## src/common/mac_pkg.sv

```systemverilog
// Widths, AXI4-Lite address map, opcodes and command word layout
// shared by the multiply-accumulate engine
package mac_pkg;

   // Datapath and register file
   localparam int data_width_lp     = 32;
   localparam int reg_els_lp        = 16;
   localparam int reg_addr_width_lp = 4;

   // Completion count as reported in status bits 31..8
   localparam int done_width_lp = 24;

   // Host address map, byte addresses
   localparam int axil_addr_width_lp = 8;
   localparam logic [axil_addr_width_lp-1:0] addr_reg_last_lp = 8'h3c;
   localparam logic [axil_addr_width_lp-1:0] addr_cmd_lp      = 8'h40;
   localparam logic [axil_addr_width_lp-1:0] addr_status_lp   = 8'h44;

   // Opcodes, value 3 behaves as multiply-add
   localparam int op_width_lp = 2;
   localparam logic [op_width_lp-1:0] op_mac_lp  = 2'd0;
   localparam logic [op_width_lp-1:0] op_add3_lp = 2'd1;
   localparam logic [op_width_lp-1:0] op_msub_lp = 2'd2;

   // Command word fields
   localparam int cmd_width_lp  = 18;
   localparam int cmd_op_lsb_lp = 16;
   localparam int cmd_rd_lsb_lp = 12;
   localparam int cmd_ra_lsb_lp = 8;
   localparam int cmd_rb_lsb_lp = 4;
   localparam int cmd_rc_lsb_lp = 0;

   // AXI response codes
   localparam logic [1:0] resp_okay_lp   = 2'b00;
   localparam logic [1:0] resp_slverr_lp = 2'b10;

endpackage

```

## src/regfile/regfile_3r1w.sv

```systemverilog
// Register file with three combinational read ports and one clocked write port
`timescale 1ns/1ps

module regfile_3r1w
  #(
   parameter int width_p = 32,
   parameter int els_p   = 16
  )
  (
   input  logic                     w_clk_i,

   input  logic                     w_v_i,
   input  logic [$clog2(els_p)-1:0] w_addr_i,
   input  logic [width_p-1:0]       w_data_i,

   input  logic [$clog2(els_p)-1:0] r0_addr_i,
   input  logic [$clog2(els_p)-1:0] r1_addr_i,
   input  logic [$clog2(els_p)-1:0] r2_addr_i,
   output logic [width_p-1:0]       r0_data_o,
   output logic [width_p-1:0]       r1_data_o,
   output logic [width_p-1:0]       r2_data_o
  );

   logic [width_p-1:0] mem [els_p];

   // Reads see the array directly, a write shows up after the edge
   assign r0_data_o = mem[r0_addr_i];
   assign r1_data_o = mem[r1_addr_i];
   assign r2_data_o = mem[r2_addr_i];

   always_ff @(posedge w_clk_i)
   begin
      if (w_v_i)
      begin
         mem[w_addr_i] <= w_data_i;
      end
   end

   // Writer must stay inside the array
   a_wr_addr_range: assert property (@(posedge w_clk_i)
      w_v_i |-> (32'(w_addr_i) < 32'(els_p)));

   // No X ever lands in a register
   a_wr_data_known: assert property (@(posedge w_clk_i)
      w_v_i |-> !$isunknown(w_data_i));

endmodule

```

## src/source/axil_ctrl.sv

```systemverilog
// AXI4-Lite slave: address decode, one internal action per cycle
// with reads first, and held write/read responses
`timescale 1ns/1ps

module axil_ctrl
  (
   input  logic                                 w_clk_i,
   input  logic                                 rst_n_i,

   input  logic                                 awvalid_i,
   output logic                                 awready_o,
   input  logic [mac_pkg::axil_addr_width_lp-1:0] awaddr_i,
   input  logic                                 wvalid_i,
   output logic                                 wready_o,
   input  logic [mac_pkg::data_width_lp-1:0]    wdata_i,
   output logic                                 bvalid_o,
   input  logic                                 bready_i,
   output logic [1:0]                           bresp_o,
   input  logic                                 arvalid_i,
   output logic                                 arready_o,
   input  logic [mac_pkg::axil_addr_width_lp-1:0] araddr_i,
   output logic                                 rvalid_o,
   input  logic                                 rready_i,
   output logic [mac_pkg::data_width_lp-1:0]    rdata_o,
   output logic [1:0]                           rresp_o,

   output logic [mac_pkg::reg_addr_width_lp-1:0] rd_addr_o,
   input  logic [mac_pkg::data_width_lp-1:0]    rd_data_i,

   output logic                                 host_wr_v_o,
   output logic [mac_pkg::reg_addr_width_lp-1:0] host_wr_addr_o,
   output logic [mac_pkg::data_width_lp-1:0]    host_wr_data_o,
   input  logic                                 host_wr_ready_i,

   output logic                                 cmd_v_o,
   output logic [mac_pkg::cmd_width_lp-1:0]     cmd_word_o,
   input  logic                                 cmd_ready_i,

   input  logic                                 busy_i,
   input  logic [mac_pkg::done_width_lp-1:0]    ops_done_i
  );

   import mac_pkg::*;

   logic                          wr_pend_q;
   logic [axil_addr_width_lp-1:0] wr_addr_q;
   logic [data_width_lp-1:0]      wr_data_q;
   logic                          bvalid_q;
   logic [1:0]                    bresp_q;
   logic                          rvalid_q;
   logic [data_width_lp-1:0]      rdata_q;
   logic [1:0]                    rresp_q;

   logic                          wr_go;
   logic                          wr_done;
   logic                          wr_is_reg;
   logic                          wr_is_cmd;
   logic                          rd_go;
   logic                          rd_is_reg;
   logic                          rd_is_status;
   logic [data_width_lp-1:0]      status_word;

   // Register window needs word-aligned addresses
   assign wr_is_reg    = (wr_addr_q[1:0] == 2'b00) && (wr_addr_q <= addr_reg_last_lp);
   assign wr_is_cmd    = wr_addr_q == addr_cmd_lp;
   assign rd_is_reg    = (araddr_i[1:0] == 2'b00) && (araddr_i <= addr_reg_last_lp);
   assign rd_is_status = araddr_i == addr_status_lp;

   assign status_word = {ops_done_i, {(data_width_lp-done_width_lp-1){1'b0}}, busy_i};

   // Read channel, blocked while a response waits
   assign rd_go     = arvalid_i && !rvalid_q;
   assign arready_o = rd_go;
   assign rd_addr_o = araddr_i[2 +: reg_addr_width_lp];

   // Address and data are taken in the same cycle
   assign wr_go     = awvalid_i && wvalid_i && !wr_pend_q && !bvalid_q;
   assign awready_o = wr_go;
   assign wready_o  = wr_go;

   // Pending write waits whenever a read takes the cycle
   assign host_wr_v_o    = wr_pend_q && wr_is_reg && !rd_go;
   assign host_wr_addr_o = wr_addr_q[2 +: reg_addr_width_lp];
   assign host_wr_data_o = wr_data_q;
   assign cmd_v_o        = wr_pend_q && wr_is_cmd && !rd_go;
   assign cmd_word_o     = wr_data_q[cmd_width_lp-1:0];

   // Unmapped writes finish at once with an error
   assign wr_done = (host_wr_v_o && host_wr_ready_i)
                  || (cmd_v_o && cmd_ready_i)
                  || (wr_pend_q && !wr_is_reg && !wr_is_cmd);

   always_ff @(posedge w_clk_i)
   begin
      if (!rst_n_i)
      begin
         wr_pend_q <= 1'b0;
         bvalid_q  <= 1'b0;
         rvalid_q  <= 1'b0;
      end
      else
      begin
         if (wr_go)
            wr_pend_q <= 1'b1;
         else if (wr_done)
            wr_pend_q <= 1'b0;

         if (wr_done)
            bvalid_q <= 1'b1;
         else if (bready_i)
            bvalid_q <= 1'b0;

         if (rd_go)
            rvalid_q <= 1'b1;
         else if (rready_i)
            rvalid_q <= 1'b0;
      end
   end

   always_ff @(posedge w_clk_i)
   begin
      if (wr_go)
      begin
         wr_addr_q <= awaddr_i;
         wr_data_q <= wdata_i;
      end
      if (wr_done)
         bresp_q <= (wr_is_reg || wr_is_cmd) ? resp_okay_lp : resp_slverr_lp;
      if (rd_go)
      begin
         rdata_q <= rd_is_reg ? rd_data_i : (rd_is_status ? status_word : '0);
         // Command register is write only
         rresp_q <= (rd_is_reg || rd_is_status) ? resp_okay_lp : resp_slverr_lp;
      end
   end

   assign bvalid_o = bvalid_q;
   assign bresp_o  = bresp_q;
   assign rvalid_o = rvalid_q;
   assign rdata_o  = rdata_q;
   assign rresp_o  = rresp_q;

   // Write response stays put until the host takes it
   a_b_hold: assert property (@(posedge w_clk_i) disable iff (!rst_n_i)
      bvalid_o && !bready_i |=> bvalid_o && $stable(bresp_o));

endmodule

```

## src/source/mac_issue.sv

```systemverilog
// Issue stage: command decode, scoreboard stall against execute
// and writeback, operand capture
`timescale 1ns/1ps

module mac_issue
  (
   input  logic                                  w_clk_i,
   input  logic                                  rst_n_i,

   input  logic                                  cmd_v_i,
   input  logic [mac_pkg::cmd_width_lp-1:0]      cmd_word_i,
   output logic                                  cmd_ready_o,

   output logic [mac_pkg::reg_addr_width_lp-1:0] ra_o,
   output logic [mac_pkg::reg_addr_width_lp-1:0] rb_o,
   output logic [mac_pkg::reg_addr_width_lp-1:0] rc_o,
   input  logic [mac_pkg::data_width_lp-1:0]     a_data_i,
   input  logic [mac_pkg::data_width_lp-1:0]     b_data_i,
   input  logic [mac_pkg::data_width_lp-1:0]     c_data_i,

   input  logic                                  ex_v_i,
   input  logic [mac_pkg::reg_addr_width_lp-1:0] ex_rd_i,
   input  logic                                  wb_v_i,
   input  logic [mac_pkg::reg_addr_width_lp-1:0] wb_rd_i,

   output logic                                  iss_v_o,
   output logic [mac_pkg::op_width_lp-1:0]       iss_op_o,
   output logic [mac_pkg::reg_addr_width_lp-1:0] iss_rd_o,
   output logic [mac_pkg::data_width_lp-1:0]     iss_a_o,
   output logic [mac_pkg::data_width_lp-1:0]     iss_b_o,
   output logic [mac_pkg::data_width_lp-1:0]     iss_c_o,

   output logic                                  busy_o
  );

   import mac_pkg::*;

   logic [op_width_lp-1:0]       op;
   logic [reg_addr_width_lp-1:0] rd;
   logic                         hit;
   logic                         go;

   assign op   = cmd_word_i[cmd_op_lsb_lp +: op_width_lp];
   assign rd   = cmd_word_i[cmd_rd_lsb_lp +: reg_addr_width_lp];
   assign ra_o = cmd_word_i[cmd_ra_lsb_lp +: reg_addr_width_lp];
   assign rb_o = cmd_word_i[cmd_rb_lsb_lp +: reg_addr_width_lp];
   assign rc_o = cmd_word_i[cmd_rc_lsb_lp +: reg_addr_width_lp];

   // Any register of the command still owed by an in-flight result
   assign hit = (ex_v_i && (ex_rd_i == rd || ex_rd_i == ra_o
                            || ex_rd_i == rb_o || ex_rd_i == rc_o))
             || (wb_v_i && (wb_rd_i == rd || wb_rd_i == ra_o
                            || wb_rd_i == rb_o || wb_rd_i == rc_o));

   assign cmd_ready_o = !hit;
   assign go          = cmd_v_i && cmd_ready_o;

   always_ff @(posedge w_clk_i)
   begin
      if (!rst_n_i)
         iss_v_o <= 1'b0;
      else
         iss_v_o <= go;
   end

   // Operands come straight off the async read ports
   always_ff @(posedge w_clk_i)
   begin
      if (go)
      begin
         iss_op_o <= op;
         iss_rd_o <= rd;
         iss_a_o  <= a_data_i;
         iss_b_o  <= b_data_i;
         iss_c_o  <= c_data_i;
      end
   end

   assign busy_o = iss_v_o || wb_v_i;

endmodule

```

## src/source/mac_execute.sv

```systemverilog
// Execute and writeback stages, register-file write arbitration
// and completed-command counter
`timescale 1ns/1ps

module mac_execute
  (
   input  logic                                  w_clk_i,
   input  logic                                  rst_n_i,

   input  logic                                  iss_v_i,
   input  logic [mac_pkg::op_width_lp-1:0]       iss_op_i,
   input  logic [mac_pkg::reg_addr_width_lp-1:0] iss_rd_i,
   input  logic [mac_pkg::data_width_lp-1:0]     iss_a_i,
   input  logic [mac_pkg::data_width_lp-1:0]     iss_b_i,
   input  logic [mac_pkg::data_width_lp-1:0]     iss_c_i,

   output logic                                  ex_v_o,
   output logic [mac_pkg::reg_addr_width_lp-1:0] ex_rd_o,
   output logic                                  wb_v_o,
   output logic [mac_pkg::reg_addr_width_lp-1:0] wb_rd_o,

   input  logic                                  host_wr_v_i,
   input  logic [mac_pkg::reg_addr_width_lp-1:0] host_wr_addr_i,
   input  logic [mac_pkg::data_width_lp-1:0]     host_wr_data_i,
   output logic                                  host_wr_ready_o,

   output logic                                  rf_w_v_o,
   output logic [mac_pkg::reg_addr_width_lp-1:0] rf_w_addr_o,
   output logic [mac_pkg::data_width_lp-1:0]     rf_w_data_o,

   output logic [mac_pkg::done_width_lp-1:0]     ops_done_o
  );

   import mac_pkg::*;

   logic [data_width_lp-1:0] prod;
   logic [data_width_lp-1:0] result;
   logic [data_width_lp-1:0] wb_data_q;

   // Low word of the product is all any opcode needs
   assign prod = iss_a_i * iss_b_i;

   always_comb
   begin
      case (iss_op_i)
         op_add3_lp: result = iss_a_i + iss_b_i + iss_c_i;
         op_msub_lp: result = iss_c_i - prod;
         default:    result = prod + iss_c_i;
      endcase
   end

   assign ex_v_o  = iss_v_i;
   assign ex_rd_o = iss_rd_i;

   always_ff @(posedge w_clk_i)
   begin
      if (!rst_n_i)
      begin
         wb_v_o     <= 1'b0;
         ops_done_o <= '0;
      end
      else
      begin
         wb_v_o <= iss_v_i;
         // Counted when the result reaches the register file
         if (wb_v_o)
            ops_done_o <= ops_done_o + 1'b1;
      end
   end

   always_ff @(posedge w_clk_i)
   begin
      if (iss_v_i)
      begin
         wb_rd_o   <= iss_rd_i;
         wb_data_q <= result;
      end
   end

   // Writeback owns the port, host writes fill the gaps
   assign host_wr_ready_o = !wb_v_o;
   assign rf_w_v_o        = wb_v_o || host_wr_v_i;
   assign rf_w_addr_o     = wb_v_o ? wb_rd_o : host_wr_addr_i;
   assign rf_w_data_o     = wb_v_o ? wb_data_q : host_wr_data_i;

   // A host write granted under a command bound for the same register
   // would be overwritten by that result one cycle later
   a_no_host_over_wb: assert property (@(posedge w_clk_i) disable iff (!rst_n_i)
      host_wr_v_i && host_wr_ready_o |-> !(iss_v_i && iss_rd_i == host_wr_addr_i));

endmodule

```

## src/source/mac_engine_top.sv

```systemverilog
// Engine top: AXI4-Lite controller, register file, issue and execute stages
`timescale 1ns/1ps

module mac_engine_top
  (
   input  logic                                   w_clk_i,
   input  logic                                   rst_n_i,

   input  logic                                   awvalid_i,
   output logic                                   awready_o,
   input  logic [mac_pkg::axil_addr_width_lp-1:0] awaddr_i,
   input  logic                                   wvalid_i,
   output logic                                   wready_o,
   input  logic [mac_pkg::data_width_lp-1:0]      wdata_i,
   output logic                                   bvalid_o,
   input  logic                                   bready_i,
   output logic [1:0]                             bresp_o,
   input  logic                                   arvalid_i,
   output logic                                   arready_o,
   input  logic [mac_pkg::axil_addr_width_lp-1:0] araddr_i,
   output logic                                   rvalid_o,
   input  logic                                   rready_i,
   output logic [mac_pkg::data_width_lp-1:0]      rdata_o,
   output logic [1:0]                             rresp_o
  );

   import mac_pkg::*;

   logic [reg_addr_width_lp-1:0] rd_addr;
   logic [reg_addr_width_lp-1:0] r0_addr;
   logic [data_width_lp-1:0]     r0_data;
   logic [data_width_lp-1:0]     r1_data;
   logic [data_width_lp-1:0]     r2_data;
   logic [reg_addr_width_lp-1:0] ra;
   logic [reg_addr_width_lp-1:0] rb;
   logic [reg_addr_width_lp-1:0] rc;

   logic                         host_wr_v;
   logic [reg_addr_width_lp-1:0] host_wr_addr;
   logic [data_width_lp-1:0]     host_wr_data;
   logic                         host_wr_ready;
   logic                         cmd_v;
   logic [cmd_width_lp-1:0]      cmd_word;
   logic                         cmd_ready;
   logic                         busy;
   logic [done_width_lp-1:0]     ops_done;

   logic                         iss_v;
   logic [op_width_lp-1:0]       iss_op;
   logic [reg_addr_width_lp-1:0] iss_rd;
   logic [data_width_lp-1:0]     iss_a;
   logic [data_width_lp-1:0]     iss_b;
   logic [data_width_lp-1:0]     iss_c;
   logic                         ex_v;
   logic [reg_addr_width_lp-1:0] ex_rd;
   logic                         wb_v;
   logic [reg_addr_width_lp-1:0] wb_rd;
   logic                         rf_w_v;
   logic [reg_addr_width_lp-1:0] rf_w_addr;
   logic [data_width_lp-1:0]     rf_w_data;

   // Port 0 goes to issue while a command is offered
   assign r0_addr = cmd_v ? ra : rd_addr;

   axil_ctrl i_axil_ctrl (
      .w_clk_i, .rst_n_i,
      .awvalid_i, .awready_o, .awaddr_i, .wvalid_i, .wready_o, .wdata_i,
      .bvalid_o, .bready_i, .bresp_o,
      .arvalid_i, .arready_o, .araddr_i, .rvalid_o, .rready_i, .rdata_o, .rresp_o,
      .rd_addr_o(rd_addr), .rd_data_i(r0_data),
      .host_wr_v_o(host_wr_v), .host_wr_addr_o(host_wr_addr),
      .host_wr_data_o(host_wr_data), .host_wr_ready_i(host_wr_ready),
      .cmd_v_o(cmd_v), .cmd_word_o(cmd_word), .cmd_ready_i(cmd_ready),
      .busy_i(busy), .ops_done_i(ops_done)
   );

   regfile_3r1w #(.width_p(data_width_lp), .els_p(reg_els_lp)) i_regfile (
      .w_clk_i,
      .w_v_i(rf_w_v), .w_addr_i(rf_w_addr), .w_data_i(rf_w_data),
      .r0_addr_i(r0_addr), .r1_addr_i(rb), .r2_addr_i(rc),
      .r0_data_o(r0_data), .r1_data_o(r1_data), .r2_data_o(r2_data)
   );

   mac_issue i_mac_issue (
      .w_clk_i, .rst_n_i,
      .cmd_v_i(cmd_v), .cmd_word_i(cmd_word), .cmd_ready_o(cmd_ready),
      .ra_o(ra), .rb_o(rb), .rc_o(rc),
      .a_data_i(r0_data), .b_data_i(r1_data), .c_data_i(r2_data),
      .ex_v_i(ex_v), .ex_rd_i(ex_rd), .wb_v_i(wb_v), .wb_rd_i(wb_rd),
      .iss_v_o(iss_v), .iss_op_o(iss_op), .iss_rd_o(iss_rd),
      .iss_a_o(iss_a), .iss_b_o(iss_b), .iss_c_o(iss_c),
      .busy_o(busy)
   );

   mac_execute i_mac_execute (
      .w_clk_i, .rst_n_i,
      .iss_v_i(iss_v), .iss_op_i(iss_op), .iss_rd_i(iss_rd),
      .iss_a_i(iss_a), .iss_b_i(iss_b), .iss_c_i(iss_c),
      .ex_v_o(ex_v), .ex_rd_o(ex_rd), .wb_v_o(wb_v), .wb_rd_o(wb_rd),
      .host_wr_v_i(host_wr_v), .host_wr_addr_i(host_wr_addr),
      .host_wr_data_i(host_wr_data), .host_wr_ready_o(host_wr_ready),
      .rf_w_v_o(rf_w_v), .rf_w_addr_o(rf_w_addr), .rf_w_data_o(rf_w_data),
      .ops_done_o(ops_done)
   );

endmodule

```

## config.mk

```make
export PLATFORM = sky130hd
export DESIGN_NAME = mac_engine_top
export DESIGN_NICKNAME = d
export VERILOG_FILES = /design/src/common/mac_pkg.sv /design/src/regfile/regfile_3r1w.sv /design/src/source/axil_ctrl.sv /design/src/source/mac_issue.sv /design/src/source/mac_execute.sv /design/src/source/mac_engine_top.sv
export SDC_FILE = /design/constraint.sdc
export NUM_CORES = 2
export LEC_CHECK = 0
export ABC_AREA = 0
export BUFFER_PORTS_ARGS = -buffer_cell sky130_fd_sc_hd__buf_2
export CORE_MARGIN = 2
export CORE_UTILIZATION = 65
export CTS_BUF_LIST = sky130_fd_sc_hd__clkbuf_2 sky130_fd_sc_hd__clkbuf_4 sky130_fd_sc_hd__clkbuf_8
export DETAILED_ROUTE_END_ITERATION = 7
export HOLD_SLACK_MARGIN = 0.06
export PLACE_DENSITY = 0.87
export SKIP_CTS_REPAIR_TIMING = 1
export SYNTH_ARGS = -nofsm -noshare
export SYNTH_HDL_FRONTEND = slang
export SYNTH_SLANG_ARGS = --single-unit
```

## constraint.sdc

```tcl
create_clock -name w_clk_i -period 19.26 [get_ports w_clk_i]
set_clock_uncertainty 0.1 [all_clocks]
set_input_delay 2.889 -clock w_clk_i [delete_from_list [all_inputs] [get_ports w_clk_i]]
set_output_delay 2.889 -clock w_clk_i [all_outputs]
set_load 0.005 [all_outputs]
```

==> key figures <==
GRT
  – All-Layer GR Usage: 37.6%
  – Largest net degree at the start of global routing: 132
  – Total grt overflow: 0
  – First-pass GRT wire length: 247 mm
  – Number of global-route vias before repair: 40100
  – Antenna violations before repair: 13

Pwr
  – Pwr dens: 58.1 nW/um^2
  – Sw power: 845 uW
  – Static Leak: 22.8 nW
  – Maximum VDD drop: 0.0000781 V
  – Sw Share: 24.2%
  – Comb pwr share: 10.2%
  – Int Pwr: 2.65 mW
  – Clk network pwr share: 37.9%
  – Seq pwr share: 51.9%

Drt
  – DRC Markers: 0
  – Iter 0 DRT Violations: 5082
  – Met3 wire length: 22.1 mm
  – Post-route ant nets: 0
  – WL/cell: 29.9 microns
  – Met2 WL post-DR: 75.9 mm
  – Total number of vias: 37700
  – DRT Wirelength: 161 mm
  – M1 WL: 51.5 mm
  – 1st-pass router iterations: 7
  – Highest Signal Layer: met5
  – Vias per cell: 6.98

Die
  – Core area: 85400 sq um
  – Die Area: 88700 sq um
  – Die Y: 298 microns
  – Initial Util: 65.7%
  – Die outline width: 298 microns
  – Ports: 96
  – FP Rows: 107

Worst setup path
  – Class of the most critical setup path: register to register
  – Worst Setup Start Kind: register
  – WP data required: 19.69 ns
  – Worst path max stage delay: 1.14 ns
  – Worst Path Max Fanout: 25
  – WP data arrival: 10.74 ns
  – CP dominant cell by count: fa_1
  – Worst Path Buf+Inv: 2
  – CP Capture Type: register
  – Reg-to-reg slack, setup: 8.95 ns
  – CP max-delay cell: edfxtp_1
  – CP delay by family, top: adder cells

CTS
  – Max clock buf depth: 3
  – Reg clk slew, reported paths: 0.09 ns
  – Worst skew pair latency: 0.79 ns
  – CTS tree: done
  – CTS buffer count: 106
  – Root Driver: clkbuf_8
  – Clock Sinks: 753
  – H-tree depth: 3

Finish
  – Area Overhead vs Synth: 7.06%
  – Net count, final: 4842
  – Share of cells above drive strength 1: 20.2%

Place
  – Port bufs: 93
  – Routability Congestion: 0.949
  – Final HPWL DP: 107 mm

Logic synthesis
  – Dominant cells by area after synthesis: edfxtp_1 (39%), mux4_2 (18%), fa_1 (16%), ha_1 (4.1%), and2_1 (3.9%)
  – Sequential share of the synthesized area: 39.8%
  – #FFs+latches synth: 753
  – Syn avg cell area: 13.6 sq um
  – Synthesized area: 56100 sq um
  – Ys flop type: edfxtp_1
  – Post-synth EDFFs: 724
  – Synth top area share: 38.7%
  – Synth unique cells: 74
  – Largest area contributor in the netlist: edfxtp_1
  – Synth async-reset ratio: 0%
  – Gate count of the mapped netlist: 4136
  – Yosys warns: 0

STA
  – Worst-Margin Slew: 1.48 ns
  – Slew headroom: 1.12%
  – Crit share post-route: 53.5%
  – Final min period: 10.31 ns
  – FMAX: 97.0 MHz
  – Hold Fails Final Rpt: 0
  – Final Slew Violations: 0
  – Final Setup Violations: 0
  – RSZ-0062 raised after global routing: false
  – Setup tns final: 0 ns
  – Hold WS: 0.445 ns

Status
  – Status: finished with violations
  – Failing checks: max-capacitance violations

Run
  – # Max-Cap Violations: 1

Hold path
  – Worst min-delay path class: register to register
[cell usage after synthesis (6+ instances only)]
cell type / count
o21bai_1: 11
edfxtp_1: 724
nand2_1: 392
and2_1: 350
nor3_1: 21
dfxtp_1: 29
clkbuf_1: 184
nand4_1: 17
a211o_1: 6
mux2i_1: 10
nor2b_1: 16
a22o_1: 24
nor2_1: 80
buf_1: 47
nand2b_1: 14
or3_1: 13
a211oi_1: 34
fa_1: 441
o21ai_0: 45
a21o_1: 45
mux4_2: 449
nand3_1: 24
xnor2_1: 146
o31ai_1: 8
o21a_1: 13
inv_1: 435
and4_1: 7
nor4_1: 11
nand3b_1: 7
and3_1: 12
a21oi_1: 88
buf_2: 14
xor2_1: 77
a31oi_1: 45
ha_1: 186
mux2_2: 33
[layout by cell type, fill, tap and decap left out, types with 11 or more instances in the layout]
cell	Yosys	final
xnor2_1	146	146
clkbuf_4	0	25
o21bai_1	11	11
clkbuf_8	0	111
and3_1	12	12
dfxtp_1	29	27
xor2_1	77	77
mux2_2	33	33
inv_1	435	435
nand2b_1	14	14
ha_1	186	186
a211oi_1	34	34
a21oi_1	88	87
nand4_1	17	17
nor2_1	80	64
clkinv_2	0	21
clkinv_1	0	27
a21o_1	45	45
nor2b_1	16	14
or3_1	13	13
fa_1	441	441
nand2_1	392	392
a22o_1	24	24
nand3_1	24	24
nor2_4	0	16
o21ai_0	45	45
buf_4	3	68
nor3_1	21	20
o21a_1	13	13
mux4_2	449	449
a31oi_1	45	43
buf_2	14	93
edfxtp_1	724	724
and2_1	350	350
[state kept, by name, indices dropped and copies added (netlist names), 2 cells and up]
name and cells:
i_axil_ctrl.rdata_o 32, i_axil_ctrl.wr_addr_q 8, i_mac_issue.iss_rd_o 4, i_regfile.mem 512
i_axil_ctrl.host_wr_data_o 32, i_mac_issue.iss_op_o 2, i_mac_execute.wb_data_q 32, i_mac_issue.iss_b_o 32
i_mac_issue.iss_c_o 32, i_mac_execute.wb_rd_o 4, i_mac_execute.ops_done_o 24, i_mac_issue.iss_a_o 32
[metrics by stage]
step | worst slack (ns) | instance area (sq um) | utilization [%] | total power, mW | std cells
5_1_grt | 8.46 | 60100 | 70.3 | 3.57 | 5395
3_3_place_gp | 9.22 | 57800 | 67.7 | 2.18 | 5196
2_1_floorplan | 9.29 | 56100 | - | 2.08 | 4137
4_1_cts | 9.04 | 60000 | 70.3 | 3.48 | 5393
3_5_place_dp | 9.08 | 57800 | 67.7 | 2.19 | 5196
6_report | 8.95 | 60100 | 70.3 | 3.49 | 5401
[worst paths after layout]
path / end / depth (start not counted) / from
setup / recovery: i_mac_execute.wb_data_q[28] / 31 / i_mac_issue.iss_a_o[8]
setup reg to reg: i_mac_execute.wb_data_q[28] / 31 / i_mac_issue.iss_a_o[8]
hold reg to reg: i_axil_ctrl.bvalid_o / 2 / i_axil_ctrl.bvalid_o
hold / removal: i_axil_ctrl.bvalid_o / 2 / i_axil_ctrl.bvalid_o
[kinds of logic after synthesis]
family	count (synthesis)	synth area share [%]
other	1	0.00668
AOI/OAI and AO/OA	376	4.53
buffers and inverters	686	4.67
xor gates and xnor gates	223	3.48
adders and majority gates	627	19.9
DFF	753	39.8
muxes	492	18.9
and+or+nand+nor	978	8.79
[worst min-delay path: stages (launching register included)]
cell and delay (ns):
dfxtp_1 0.34, nand2b_1 0.08, a21boi_0 0.08
[area by class of cell]
class / instances / area (sq um)
repair buffers: 165 / 1060
well taps: 1144 / 1430
clock inverters: 61 / 493
multi-input cells: 2698 / 31400
inverters: 436 / 1640
flip-flops and latches: 753 / 22300
clock buffers: 136 / 1720
diodes: 8 / 20.0
fillers: 5342 / 25300
[power by group through the flow]
stage | Clock (mW) | Sequential [mW] | Combinational [mW]
detailed placement | 0 | 1.85 | 0.342
CTS | 1.32 | 1.81 | 0.345
global route | 1.39 | 1.81 | 0.374
global placement | 0 | 1.85 | 0.331
finish | 1.32 | 1.81 | 0.357
floorplan | 0 | 1.84 | 0.239
[layer usage]
metal	vias to the layer above	track usage (%)
li1	15000	-
met1	18900	45.6
met2	3073	59.2
met3	799	12.4
met4	10	22.4
met5	-	0
Power figures use the tool's default switching activity.
